File: src/source/eeprom_pkg.sv
`default_nettype none

package eeprom_pkg;

    // bus timing, in CLK cycles per quarter of an SCL period
    localparam int scl_quarter = 1;

    // fixed upper nibble of the control byte
    localparam logic [3:0] device_code = 4'b1010;

    localparam int addr_width = 11; // 2048 bytes

    typedef enum logic
    {
        op_write = 1'b0,
        op_read  = 1'b1
    } eeprom_op_e;

    // bit engine commands, start doubles as repeated start
    typedef enum logic [1:0]
    {
        bit_start = 2'd0,
        bit_stop  = 2'd1,
        bit_write = 2'd2,
        bit_read  = 2'd3
    } bit_kind_e;

    typedef struct packed
    {
        eeprom_op_e              op;
        logic [addr_width-1:0]   addr;    // upper 3 bits select the block
        logic [7:0]              wr_data;
    } eeprom_req_t;

    typedef struct packed
    {
        logic [7:0] rd_data;
        logic       nack;
    } eeprom_rsp_t;

    typedef struct packed
    {
        bit_kind_e  kind;
        logic [7:0] data;
        logic       master_nack; // ninth bit sent on a read
    } bit_cmd_t;

    typedef struct packed
    {
        logic [7:0] data;
        logic       slave_nack;
    } bit_rsp_t;

endpackage

`default_nettype wire

File: src/source/eeprom_master.sv
`default_nettype none

module eeprom_master
(
    input  wire logic                    CLK,
    input  wire logic                    RESET,
    input  wire logic                    req_valid,
    input  wire eeprom_pkg::eeprom_req_t req,
    output logic                         busy,
    output logic                         done,
    output eeprom_pkg::eeprom_rsp_t      rsp,
    output logic                         scl,
    output logic                         sda_drive, // high pulls sda low
    input  wire logic                    sda_in
);

    logic                 cmd_valid;
    eeprom_pkg::bit_cmd_t cmd;
    logic                 rsp_valid;
    eeprom_pkg::bit_rsp_t brsp;

    eeprom_sequencer eeprom_sequencer_inst
    (
        .CLK       (CLK),
        .RESET     (RESET),
        .req_valid (req_valid),
        .req       (req),
        .busy      (busy),
        .done      (done),
        .rsp       (rsp),
        .cmd_valid (cmd_valid),
        .cmd       (cmd),
        .rsp_valid (rsp_valid),
        .brsp      (brsp)
    );

    i2c_bit_engine i2c_bit_engine_inst
    (
        .CLK       (CLK),
        .RESET     (RESET),
        .cmd_valid (cmd_valid),
        .cmd       (cmd),
        .rsp_valid (rsp_valid),
        .brsp      (brsp),
        .scl       (scl),
        .sda_drive (sda_drive),
        .sda_in    (sda_in)
    );

endmodule

`default_nettype wire

File: src/source/eeprom_sequencer.sv
`default_nettype none

module eeprom_sequencer
(
    input  wire logic                    CLK,
    input  wire logic                    RESET,
    input  wire logic                    req_valid,
    input  wire eeprom_pkg::eeprom_req_t req,
    output logic                         busy,
    output logic                         done,
    output eeprom_pkg::eeprom_rsp_t      rsp,
    output logic                         cmd_valid,
    output eeprom_pkg::bit_cmd_t         cmd,
    input  wire logic                    rsp_valid,
    input  wire eeprom_pkg::bit_rsp_t    brsp
);

    typedef enum logic [3:0]
    {
        st_idle,
        st_start,
        st_ctrl_wr,
        st_addr,
        st_data_wr,
        st_restart,
        st_ctrl_rd,
        st_data_rd,
        st_stop,
        st_finish
    } seq_state_e;

    seq_state_e              state;
    seq_state_e              nxt;
    eeprom_pkg::eeprom_req_t req_q;
    eeprom_pkg::bit_cmd_t    next_cmd;
    logic [2:0]              block;
    logic                    accept;
    logic                    slave_nack;
    logic                    issue;

    assign block  = req_q.addr[eeprom_pkg::addr_width-1 -: 3];
    assign accept = req_valid && (state == st_idle || state == st_finish);
    assign busy   = state != st_idle && state != st_finish;
    assign done   = state == st_finish;

    // only bytes sent by the master carry a slave ack
    assign slave_nack = rsp_valid && brsp.slave_nack &&
                        (state == st_ctrl_wr || state == st_addr ||
                         state == st_data_wr || state == st_ctrl_rd);

    assign issue = nxt != state && nxt != st_idle && nxt != st_finish;

    always_comb
    begin
        nxt = state;
        case (state)
            st_idle, st_finish:
                nxt = req_valid ? st_start : st_idle;
            st_start:
                if (rsp_valid) nxt = st_ctrl_wr;
            st_ctrl_wr:
                if (rsp_valid) nxt = slave_nack ? st_stop : st_addr;
            st_addr:
                if (rsp_valid)
                begin
                    if (slave_nack)
                        nxt = st_stop;
                    else if (req_q.op == eeprom_pkg::op_write)
                        nxt = st_data_wr;
                    else
                        nxt = st_restart;
                end
            st_data_wr:
                if (rsp_valid) nxt = st_stop; // nack or not, stop next
            st_restart:
                if (rsp_valid) nxt = st_ctrl_rd;
            st_ctrl_rd:
                if (rsp_valid) nxt = slave_nack ? st_stop : st_data_rd;
            st_data_rd:
                if (rsp_valid) nxt = st_stop;
            st_stop:
                if (rsp_valid) nxt = st_finish;
            default:
                nxt = st_idle;
        endcase
    end

    // command for the state being entered
    always_comb
    begin
        next_cmd.kind        = eeprom_pkg::bit_write;
        next_cmd.data        = req_q.wr_data;
        next_cmd.master_nack = 1'b1; // single byte read ends with nack
        case (nxt)
            st_start, st_restart:
                next_cmd.kind = eeprom_pkg::bit_start;
            st_ctrl_wr:
                next_cmd.data = {eeprom_pkg::device_code, block, 1'b0};
            st_addr:
                next_cmd.data = req_q.addr[7:0];
            st_ctrl_rd:
                next_cmd.data = {eeprom_pkg::device_code, block, 1'b1};
            st_data_rd:
                next_cmd.kind = eeprom_pkg::bit_read;
            st_stop:
                next_cmd.kind = eeprom_pkg::bit_stop;
            default:
            begin
            end
        endcase
    end

    always_ff @(posedge CLK)
    begin
        if (RESET)
        begin
            state     <= st_idle;
            cmd_valid <= 1'b0;
        end
        else
        begin
            state     <= nxt;
            cmd_valid <= issue;
        end
    end

    always_ff @(posedge CLK)
    begin
        if (accept)
            req_q <= req;
        if (issue)
            cmd <= next_cmd;
        if (accept)
        begin
            rsp <= '0;
        end
        else
        begin
            if (slave_nack)
                rsp.nack <= 1'b1;
            if (rsp_valid && state == st_data_rd)
                rsp.rd_data <= brsp.data;
        end
    end

endmodule

`default_nettype wire

File: src/source/i2c_bit_engine.sv
`default_nettype none

module i2c_bit_engine
(
    input  wire logic                 CLK,
    input  wire logic                 RESET,
    input  wire logic                 cmd_valid,
    input  wire eeprom_pkg::bit_cmd_t cmd,
    output logic                      rsp_valid,
    output eeprom_pkg::bit_rsp_t      brsp,
    output logic                      scl,
    output logic                      sda_drive,
    input  wire logic                 sda_in
);

    logic                  active;
    logic [1:0]            phase;     // low-early, low-late, high-early, high-late
    logic [7:0]            q_cnt;
    logic [3:0]            bit_cnt;   // 0..8, slot 8 is the ack bit
    eeprom_pkg::bit_kind_e kind_q;
    logic                  mnack_q;
    logic [7:0]            sreg;
    logic                  nack_q;
    logic                  accept;
    logic                  q_end;
    logic                  step;
    logic                  is_frame;
    logic                  last_bit;
    logic                  low_drive;

    assign accept   = cmd_valid && !active;
    assign q_end    = q_cnt == 8'(eeprom_pkg::scl_quarter - 1);
    assign step     = active && q_end;
    assign is_frame = kind_q == eeprom_pkg::bit_start || kind_q == eeprom_pkg::bit_stop;
    assign last_bit = is_frame || bit_cnt == 4'd8;

    assign rsp_valid       = step && phase == 2'd3 && last_bit;
    assign brsp.data       = sreg;
    assign brsp.slave_nack = nack_q;

    // idle bus keeps scl high
    assign scl = !active || phase[1];

    // sda value taken on entry to the low-late quarter
    always_comb
    begin
        case (kind_q)
            eeprom_pkg::bit_start:
                low_drive = 1'b0; // release so sda is high before scl rises
            eeprom_pkg::bit_stop:
                low_drive = 1'b1;
            eeprom_pkg::bit_write:
                low_drive = (bit_cnt == 4'd8) ? 1'b0 : !sreg[7];
            default:
                low_drive = (bit_cnt == 4'd8) ? !mnack_q : 1'b0;
        endcase
    end

    always_ff @(posedge CLK)
    begin
        if (RESET)
        begin
            active    <= 1'b0;
            phase     <= 2'd0;
            q_cnt     <= 8'd0;
            bit_cnt   <= 4'd0;
            sda_drive <= 1'b0;
        end
        else if (accept)
        begin
            active  <= 1'b1;
            phase   <= 2'd0;
            q_cnt   <= 8'd0;
            bit_cnt <= 4'd0;
        end
        else if (active)
        begin
            if (!q_end)
            begin
                q_cnt <= q_cnt + 8'd1;
            end
            else
            begin
                q_cnt <= 8'd0;
                phase <= phase + 2'd1;
                case (phase)
                    2'd0:
                        sda_drive <= low_drive;
                    2'd2:
                    begin
                        // start and stop edges while scl is high
                        if (kind_q == eeprom_pkg::bit_start)
                            sda_drive <= 1'b1;
                        else if (kind_q == eeprom_pkg::bit_stop)
                            sda_drive <= 1'b0;
                    end
                    2'd3:
                    begin
                        if (last_bit)
                            active <= 1'b0;
                        else
                            bit_cnt <= bit_cnt + 4'd1;
                    end
                    default:
                    begin
                    end
                endcase
            end
        end
    end

    // shift register and sampled ack, sampled mid high phase
    always_ff @(posedge CLK)
    begin
        if (accept)
        begin
            kind_q  <= cmd.kind;
            mnack_q <= cmd.master_nack;
            sreg    <= cmd.data;
        end
        else if (step && phase == 2'd2 && !is_frame)
        begin
            if (bit_cnt == 4'd8)
                nack_q <= sda_in;
            else
                sreg <= {sreg[6:0], sda_in}; // msb first
        end
    end

endmodule

`default_nettype wire

File: config.mk
export PLATFORM = sky130hd
export DESIGN_NAME = eeprom_master
export DESIGN_NICKNAME = d
export VERILOG_FILES = /design/src/source/eeprom_pkg.sv /design/src/source/eeprom_master.sv /design/src/source/eeprom_sequencer.sv /design/src/source/i2c_bit_engine.sv
export SDC_FILE = /design/constraint.sdc
export NUM_CORES = 1
export LEC_CHECK = 0
export BUFFER_PORTS_ARGS = -buffer_cell sky130_fd_sc_hd__buf_2
export CAP_MARGIN = 10
export CORE_ASPECT_RATIO = 1.75
export CORE_UTILIZATION = 55
export DETAILED_ROUTE_END_ITERATION = 16
export PLACE_DENSITY = 0.87
export SYNTH_ARGS = -nofsm -noshare
export SYNTH_HDL_FRONTEND = slang
export SYNTH_SLANG_ARGS = --single-unit
File: constraint.sdc
create_clock -name CLK -period 5.2 [get_ports CLK]
set_input_delay 1.04 -clock CLK [delete_from_list [all_inputs] [get_ports CLK]]
set_output_delay 1.04 -clock CLK [all_outputs]
set_load 0.005 [all_outputs]
==> flow_summary.yaml, run 1 <==
outcome:
  status: "finished clean"
layout:
  finalNetCount: 362
  multi_input_area_sq_um: 1400
  fillCellCount: 476
  drive_above_1_share_pct: 22.2
  antenna_cells: 0
  utilization_pct: 64.4
  final_cell_mix: "edfxtp_1, nor2_1, buf_2, dfxtp_1, nand2_1"
  syn_to_final_growth_pct: 13.6
  register_area_sq_um: 1830
  final_common_cell: "edfxtp_1"
global_route:
  grt_use_total_pct: 24.0
  grt_max_degree: 29
  grt_pass1_vias: 2408
  overflow: 0
  antenna_found_initial: 0
  grt_pass1_wl_mm: 10.9
yosys:
  syn_inst: 291
  yosys_warnings: 0
  yosys.cell_types.count: 56
  synth_area_leaders: "edfxtp_1, dfxtp_1, nor2_1"
  ys_ff_latch: 71
  synth_top_area_share_pct: 36.9
  synth_largest_area_cell: "edfxtp_1"
  async_reset_ff_share_pct: 0
  syn_area_per_cell_sq_um: 11.5
  synth_fp_nets: 325
  synth_ff_type: "edfxtp_1"
  seq_area_frac_synth_pct: 54.9
  synth_edf_count: 41
  synth_area_sq_um: 3330
placement:
  dp_hpwl_mm: 4.79
  port_buffers: 36
  place_congestion: 0.926
cts:
  cts_root_buf: "clkbuf_8"
  clk_transition_reported_paths_ns: 0.08
  post_cts.repair.setup_buffers: 0
  cts_tree: "built"
  cts_buffers: 9
  holdBufCountCts: 0
  post_cts_resized: 0
  clkLatencyLatePin_ns: 0.36
  clock_path_buffers: 2
  cts.sink_count: 71
  ctsHtreeMaxLevel: 3
timing:
  worstMarginPinSlew_ns: 0.958
  tns_ns: 0
  rsz0062_at_grt: "no"
  period_needed_ns: 3.10
  slew_viol_final: 0
  clock_skew_ns: 0.0135
  fmax_mhz: 323
  finalCritPeriodShare_pct: 59.6
  relSlewSlack_pct: 36.0
  setup_viol_count_final: 0
  hold_violations: 0
power_and_ir_drop:
  p_switching_mw: 0.283
  power_leakage_nw: 1.50
  p_int_mw: 0.941
  p_per_area_nw_per_um2: 323
  vdd_ir_drop_max_v: 0.000199
  p_seq_share_pct: 52.7
  p_clk_share_pct: 39.7
  pwr-share-comb_pct: 7.6
  p_sw_share_pct: 23.1
worst_setup_path:
  worst_setup_path_end_kind: "flip-flop"
  startpoint_type: "flip-flop"
  worstSetupStartpoint: "i2c_bit_engine_inst.q_cnt[0]$_SDFFE_PP0P_"
  crit_required_ns: 5.31
  cp_cell_sequence: "inv_1 -> ha_1 -> or4b_4 -> a2111oi_4 -> a21oi_2 -> or3_1 -> mux2_4 -> a211o_1"
  worst-endpoint-arrival_ns: 3.21
  slowest_stage: "or3_1"
  path_class: "reg2reg"
  reg2reg_from: "i2c_bit_engine_inst.q_cnt[0]$_SDFFE_PP0P_"
  crit_path_max_fanout: 9
  cpPeakStageDelay_ns: 0.54
  critPathTopFamily: "simple AND/OR/NAND/NOR gates"
  path_buf_inv: 1
floorplan:
  die_w_microns: 60.9
  rows: 37
  io_pins: 37
  start_util_pct: 56.7
  core-area_sq_um: 5880
  chipHeight_microns: 105
  dieArea_sq_um: 6390
route:
  antenna_left: 0
  vias: 2395
  drt_iter0_drc: 116
  first_pass_iters: 5
  vias_per_cell: 5.83
  wl_per_cell_microns: 16.1
  wirelength_mm: 6.61
  drc: 0
flow_run:
  cap_viol_max_count: 0
worst_hold_path:
  min_from: "eeprom_sequencer_inst.cmd[10]$_DFFE_PP_"
  hold_class: "reg2reg"
synthesized netlist by cell type, drive strengths merged (2+ instances only):
master / count
nor2: 37
and3b: 4
nand4: 6
nor4b: 3
a21oi: 13
clkbuf: 9
inv: 13
o2111ai: 2
ha: 10
nand3: 7
or4b: 3
or2: 2
buf: 2
mux2i: 11
a211o: 3
a221o: 3
a2111oi: 2
nor3: 6
or3: 2
xnor2: 4
o21a: 3
and3: 3
o21ai: 7
a22o: 2
nor3b: 6
nand2: 15
o21bai: 2
edfxtp: 41
nand2b: 5
nand3b: 2
dfxtp: 30
mux2: 11
nor2b: 3
xor2: 6
cell type report:
| type | instances | share of cell area [%] |
|---|---|---|
| Clock buffer | 9 | 3.27 |
| Tap cell | 78 | 2.58 |
| Inverter | 13 | 1.29 |
| Clock inverter | 7 | 2.51 |
| Multi-Input combinational cell | 196 | 37.1 |
| Timing Repair Buffer | 37 | 4.95 |
| Sequential cell | 71 | 48.3 |
sequential cells by signal (all words and copies together) (netlist names):
register and cells:
eeprom_sequencer_inst.req_q 17, eeprom_sequencer_inst.cmd 10, eeprom_sequencer_inst.rsp 9, i2c_bit_engine_inst.q_cnt 8, i2c_bit_engine_inst.sreg 8, eeprom_sequencer_inst.state 4, i2c_bit_engine_inst.bit_cnt 4, eeprom_sequencer_inst.block 3
i2c_bit_engine_inst.kind_q 2, i2c_bit_engine_inst.phase 2, eeprom_sequencer_inst.cmd_valid 1, i2c_bit_engine_inst.active 1, i2c_bit_engine_inst.nack_q 1, i2c_bit_engine_inst.sda_drive 1
metal layers:
metal  vias to the layer above  routed length [microns]  track usage [%]
met3                        21                      301             6.81
met4                         0                      223             15.1
met5                         -                        0                0
li1                       1143                        -                -
met1                      1146                     2330             24.7
met2                        85                     3750             40.6
cell families (layout without fill, tap and decap cells):
kind of cell             after synthesis  count (layout)  synth area share, %
XOR/XNOR                              10              10                 2.63
adder cells (fa/ha/maj)               10              10                 3.75
AND/OR/NAND/NOR                      107             107                 17.4
multiplexers                          22              22                 7.35
AO/OA/AOI/OAI                         47              47                 10.9
flip-flops                            71              71                 54.9
buffers and inverters                 24              66                 3.04
power groups by stage:
stage	Combinational, mW	Clock, mW	Sequential, mW
6_report	0.0925	0.486	0.645
5_1_grt	0.103	0.511	0.648
4_1_cts	0.0925	0.495	0.645
3_5_place_dp	0.0920	0	0.658
3_3_place_gp	0.0893	0	0.655
2_1_floorplan	0.0715	0	0.649
worst register-to-register path, stage by stage (launching register included):
cell and delay (ns):
dfxtp_1 0.36, inv_1 0.08, ha_1 0.15, or4b_4 0.49
a2111oi_4 0.53, a21oi_2 0.12, or3_1 0.54, mux2_4 0.35
a211o_1 0.23
per-stage QoR:
| step | instance area, sq um | instances | hold slack [ns] | setup slack (ns) | power (mW) |
|---|---|---|---|---|---|
| 6_report | 3790 | 411 | 0.421 | 2.10 | 1.22 |
| 5_1_grt | 3790 | 411 | 0.435 | 1.66 | 1.26 |
| 4_1_cts | 3790 | 411 | 0.419 | 2.12 | 1.23 |
| 3_5_place_dp | 3570 | 395 | 0.405 | 2.13 | 0.750 |
| 3_3_place_gp | 3570 | 395 | 0.403 | 2.18 | 0.744 |
| 2_1_floorplan | 3330 | 291 | 0.400 | 2.37 | 0.721 |
final timing paths:
check / end / slack, ns / cells past startpoint
max: eeprom_sequencer_inst.cmd[4]$_DFFE_PP_ / 2.10 / 8
min: i2c_bit_engine_inst.kind_q[1]$_DFFE_PP_ / 0.42 / 0
max reg2reg: eeprom_sequencer_inst.cmd[4]$_DFFE_PP_ / 2.10 / 8
min reg2reg: i2c_bit_engine_inst.kind_q[1]$_DFFE_PP_ / 0.42 / 0
Note: power is estimated with default switching activity, not from simulation.
==> run 2: changes to the inputs <==
--- a/config.mk
+++ b/config.mk
@@ -8,9 +8,9 @@
 export BUFFER_PORTS_ARGS = -buffer_cell sky130_fd_sc_hd__buf_2
 export CAP_MARGIN = 10
 export CORE_ASPECT_RATIO = 1.75
-export CORE_UTILIZATION = 55
+export CORE_UTILIZATION = 52
 export DETAILED_ROUTE_END_ITERATION = 16
-export PLACE_DENSITY = 0.87
+export PLACE_DENSITY = 0.86
 export SYNTH_ARGS = -nofsm -noshare
 export SYNTH_HDL_FRONTEND = slang
 export SYNTH_SLANG_ARGS = --single-unit
==> constraint.sdc (replaced) <==
create_clock -name CLK -period 2.7 [get_ports CLK]
set_input_delay 0.54 -clock CLK [delete_from_list [all_inputs] [get_ports CLK]]
set_output_delay 0.54 -clock CLK [all_outputs]
set_load 0.005 [all_outputs]
==> flow_summary.yaml, run 2 (synthesized netlist as in run 1, its figures left out) <==
global_route:
  antenna_found_initial: 0
  grt_max_degree: 30
  met3_usage_pct: 6.75
  grt_pass1_vias: 2455
  busiest_layer: "met2"
  grt_use_total_pct: 21.7
  grt_util_met1_pct: 19.6
  overflow: 0
  grt_use_met2_pct: 40.8
  grt_pass1_wl_mm: 10.9
placement:
  place_congestion: 0.889
  port_buffers: 36
  place_area_sq_um: 3740
  dpl.cell_count: 418
  dp_hpwl_mm: 5.03
timing:
  hold_violations: 0
  fin_hold_ws_ns: 0.369
  period_needed_ns: 2.63
  relSlewSlack_pct: 66.4
  worstMarginPinSlew_ns: 0.492
  fmax_mhz: 381
  setup_viol_count_final: 0
  clock_skew_ns: 0.00740
  tns_ns: 0
  slew_viol_final: 0
  finalCritPeriodShare_pct: 97.3
layout:
  drive_above_1_share_pct: 29.5
  fillCellCount: 477
  final_cell_count_no_fill: 436
  largest-register: "eeprom_sequencer_inst.req_q"
  syn_to_final_growth_pct: 19.5
  top_regs: "eeprom_sequencer_inst.req_q x17, eeprom_sequencer_inst.cmd x10, eeprom_sequencer_inst.rsp x9"
  finalNetCount: 385
  fin_area_sq_um: 3980
  final_cell_mix: "edfxtp_1, nor2_1, buf_2, dfxtp_1, buf_4"
  antenna_cells: 0
  largest_reg_flops: 17
  final_common_cell: "edfxtp_1"
cts:
  clock_path_buffers: 2
  clkLatencyLatePin_ns: 0.34
  cts.sink_count: 71
  cts_root_buf: "clkbuf_8"
  cts_buffers: 9
  clk_transition_reported_paths_ns: 0.07
  holdBufCountCts: 0
  cts_tree: "built"
  ctsHtreeMaxLevel: 3
power_and_ir_drop:
  vdd_ir_drop_max_v: 0.000562
  power_leakage_nw: 1.62
  p_per_area_nw_per_um2: 564
route:
  wl_per_cell_microns: 15.9
  drc: 0
  vias_per_cell: 5.74
  antenna_left: 0
  drt_iter0_drc: 166
  vias: 2503
  wirelength_mm: 6.92
  first_pass_iters: 4
outcome:
  status: "finished clean"
worst_setup_path:
  crit_required_ns: 2.75
  reg2reg_from: "i2c_bit_engine_inst.q_cnt[0]$_SDFFE_PP0P_"
  r2r_cells: 9
  worst_setup_path_end_kind: "flip-flop"
  worstSetupStartpoint: "i2c_bit_engine_inst.q_cnt[0]$_SDFFE_PP0P_"
  crit_path_max_fanout: 6
  path_class: "reg2reg"
  startpoint_type: "flip-flop"
  worst-endpoint-arrival_ns: 2.68
worst_hold_path:
  hold_depth: 1
  hold_class: "in2reg"
  min_from: "req[11]"
floorplan:
  core-area_sq_um: 6180
  die_w_microns: 62.5
  start_util_pct: 53.9
  chipHeight_microns: 108
  dieArea_sq_um: 6750
  rows: 38
  io_pins: 37
flow_run:
  cap_viol_max_count: 0
[run 2: cell types whose count changed in the layout (fill, tap and decap cells not counted), sizes merged]
| cell | before | now |
|---|---|---|
| clkbuf | 9 | 12 |
| inv | 15 | 13 |
| nand2 | 15 | 16 |
| bufinv | 2 | 1 |
| buf | 37 | 59 |
[run 2: critical path, stage by stage, from the launching register on]
cell and delay, ns:
dfxtp_2 0.33, inv_2 0.04, ha_2 0.16, or4b_4 0.50
a2111oi_4 0.26, buf_4 0.21, nand2_1 0.07, a211oi_1 0.35
nand3_1 0.23, nand2_2 0.19
[run 2: layout make-up]
cell class | instances | area, sq um | area share, %
clock buffers | 12 | 135 | 3.39
multi-input cells | 197 | 1470 | 36.8
flip-flops and latches | 71 | 1830 | 46.0
clock inverters | 4 | 47.5 | 1.19
inverters | 13 | 48.8 | 1.22
well taps | 80 | 100 | 2.51
repair buffers | 59 | 353 | 8.86
[run 2: final timing paths]
kind | to | slack (ns)
worst max-delay path | eeprom_sequencer_inst.cmd[10]$_DFFE_PP_ | 0.07
worst min-delay path | eeprom_sequencer_inst.req_q[11]$_DFFE_PP_ | 0.37
worst max register to register | eeprom_sequencer_inst.cmd[10]$_DFFE_PP_ | 0.07
worst min register to register | i2c_bit_engine_inst.kind_q[1]$_DFFE_PP_ | 0.42
[run 2: power breakdown]
part	internal [mW]	switching [mW]	total [mW]	leakage (nW)
Clock	0.425	0.365	0.790	0.0920
Sequential	1.21	0.0255	1.24	0.633
Combinational	0.103	0.118	0.221	0.900
Total	1.74	0.509	2.25	1.62
[run 2: metal layers]
layer  share of wire (%)  vias up
li1                    -     1189
met1                  35     1203
met2                  58       92
met3                 3.9       19
met4                 3.6        0
met5                   0        -
[run 2: what timing repair did]
item	in CTS	in global routing
cloned	0	1
setup endpoints to repair	1	19
setup buffers	0	1
resized for setup	1	12
pin swaps	0	1
[run 2: metrics by stage]
stage / utilization (%) / setup slack [ns] / power (mW)
final: 64.5 / 0.0738 / 2.25
after global routing: 64.5 / -0.00759 / 2.34
after CTS: 63.6 / 0.0173 / 2.26
after detailed placement: 60.5 / -0.0709 / 1.48
after global placement: 60.5 / 0.0665 / 1.46
after floorplan: - / 0.00525 / 1.39
==> run 3: changes to the inputs <==
--- a/config.mk
+++ b/config.mk
@@ -8,9 +8,11 @@
 export BUFFER_PORTS_ARGS = -buffer_cell sky130_fd_sc_hd__buf_2
 export CAP_MARGIN = 10
 export CORE_ASPECT_RATIO = 1.75
-export CORE_UTILIZATION = 52
+export CORE_MARGIN = 2
+export CORE_UTILIZATION = 55
+export CTS_BUF_LIST = sky130_fd_sc_hd__clkbuf_8
 export DETAILED_ROUTE_END_ITERATION = 16
-export PLACE_DENSITY = 0.86
+export PLACE_DENSITY = 0.9
 export SYNTH_ARGS = -nofsm -noshare
 export SYNTH_HDL_FRONTEND = slang
 export SYNTH_SLANG_ARGS = --single-unit
==> flow_summary.yaml, run 3 (synthesized netlist as in run 1, its figures left out) <==
outcome:
  status: "finished clean"
timing:
  fin_hold_ws_ns: 0.352
  worst_slack_ns: 0.0543
  finalCritPeriodShare_pct: 98.0
  relSlewSlack_pct: 61.9
  fmax_mhz: 378
  period_needed_ns: 2.65
  clock_skew_ns: 0.0161
  rsz0062_at_grt: "yes"
  slew_viol_final: 0
  tns_ns: 0
  setup_viol_count_final: 0
  worstMarginPinSlew_ns: 0.570
  hold_violations: 0
floorplan:
  die_w_microns: 62.9
  start_util_pct: 56.7
  core-area_sq_um: 5880
  dieArea_sq_um: 6730
  rows: 37
  io_pins: 37
  chipHeight_microns: 107
power_and_ir_drop:
  vdd_ir_drop_max_v: 0.000439
  p_per_area_nw_per_um2: 570
  power_leakage_nw: 1.59
  power.total_mw: 2.25
layout:
  final_cell_count_no_fill: 432
  antenna_cells: 0
  fillCellCount: 439
  final_common_cell: "edfxtp_1"
  fin_area_sq_um: 3940
  drive_above_1_share_pct: 29.1
  final_cell_mix: "edfxtp_1, nor2_1, buf_2, dfxtp_1, buf_4"
  utilization_pct: 67.0
  largest_reg_flops: 17
  largest-register: "eeprom_sequencer_inst.req_q"
  syn_to_final_growth_pct: 18.2
  top_regs: "eeprom_sequencer_inst.req_q x17, eeprom_sequencer_inst.cmd x10, eeprom_sequencer_inst.rsp x9"
  finalNetCount: 383
worst_setup_path:
  crit_path_max_fanout: 6
  critPathTopFamily: "simple AND/OR/NAND/NOR gates"
  cpPeakStageDelay_ns: 0.50
  crit_required_ns: 2.81
  cp_cell_sequence: "inv_1 -> ha_1 -> or4b_4 -> a2111oi_4 -> buf_4 -> o21a_2 -> and3b_1 -> mux2_4 -> a211o_1"
  path_buf_inv: 2
  worst_setup_path_end_kind: "flip-flop"
  startpoint_type: "flip-flop"
  path_class: "reg2reg"
  worst-endpoint-arrival_ns: 2.76
  slowest_stage: "or4b_4"
cts:
  post_cts_resized: 2
  cts.sink_count: 71
  clock_path_buffers: 2
  post_cts.repair.setup_buffers: 0
  cts_buffers: 9
  clkLatencyLatePin_ns: 0.35
  clk_transition_reported_paths_ns: 0.09
  ctsHtreeMaxLevel: 3
  cts_root_buf: "clkbuf_8"
  cts_tree: "built"
  holdBufCountCts: 0
route:
  route.met2.wl_mm: 3.89
  wl_per_cell_microns: 16.0
  top_layer: "met4"
  first_pass_iters: 7
  vias: 2451
  vias_per_cell: 5.67
  drc: 0
  antenna_left: 0
  wl_met1_mm: 2.54
  drt_iter0_drc: 117
  wl_met3_microns: 330
  wirelength_mm: 6.91
global_route:
  antenna_found_initial: 0
  overflow: 0
  grt_max_degree: 30
  grt_pass1_wl_mm: 11.3
  grt_use_total_pct: 22.1
  grt_pass1_vias: 2439
flow_run:
  cap_viol_max_count: 0
placement:
  port_buffers: 36
  dpl.cell_count: 416
  place_congestion: 0.891
  dp_slack_ns: -0.00676
  dp_hpwl_mm: 4.93
  place_area_sq_um: 3740
worst_hold_path:
  hold_class: "in2reg"
## run 3: cell type report
class	instances	area, sq um	area share (%)
clock buffers	9	124	3.14
clock inverters	7	60.1	1.52
inverters	13	48.8	1.24
multi-input cells	196	1430	36.4
flip-flops and latches	71	1830	46.5
well taps	78	97.6	2.48
repair buffers	58	345	8.76
## run 3: layer usage
metal | track usage [%] | up-vias
li1 | - | 1181
met1 | 23.0 | 1172
met2 | 40.3 | 86
met3 | 5.25 | 12
met4 | 11.9 | 0
met5 | 0 | -
## run 3: power breakdown
part	switching, mW	internal, mW	total [mW]
clock	0.449	0.349	0.797
sequential	0.0263	1.21	1.24
combinational	0.113	0.100	0.213
total	0.588	1.66	2.25
## run 3: worst paths after layout
kind	startpoint	endpoint	slack, ns	cells after the start
hold reg to reg	eeprom_sequencer_inst.cmd[10]$_DFFE_PP_	i2c_bit_engine_inst.kind_q[1]$_DFFE_PP_	0.43	0
setup / recovery	i2c_bit_engine_inst.q_cnt[0]$_SDFFE_PP0P_	eeprom_sequencer_inst.cmd[4]$_DFFE_PP_	0.05	9
setup reg to reg	i2c_bit_engine_inst.q_cnt[0]$_SDFFE_PP0P_	eeprom_sequencer_inst.cmd[4]$_DFFE_PP_	0.05	9
hold / removal	req[15]	eeprom_sequencer_inst.req_q[15]$_DFFE_PP_	0.35	1
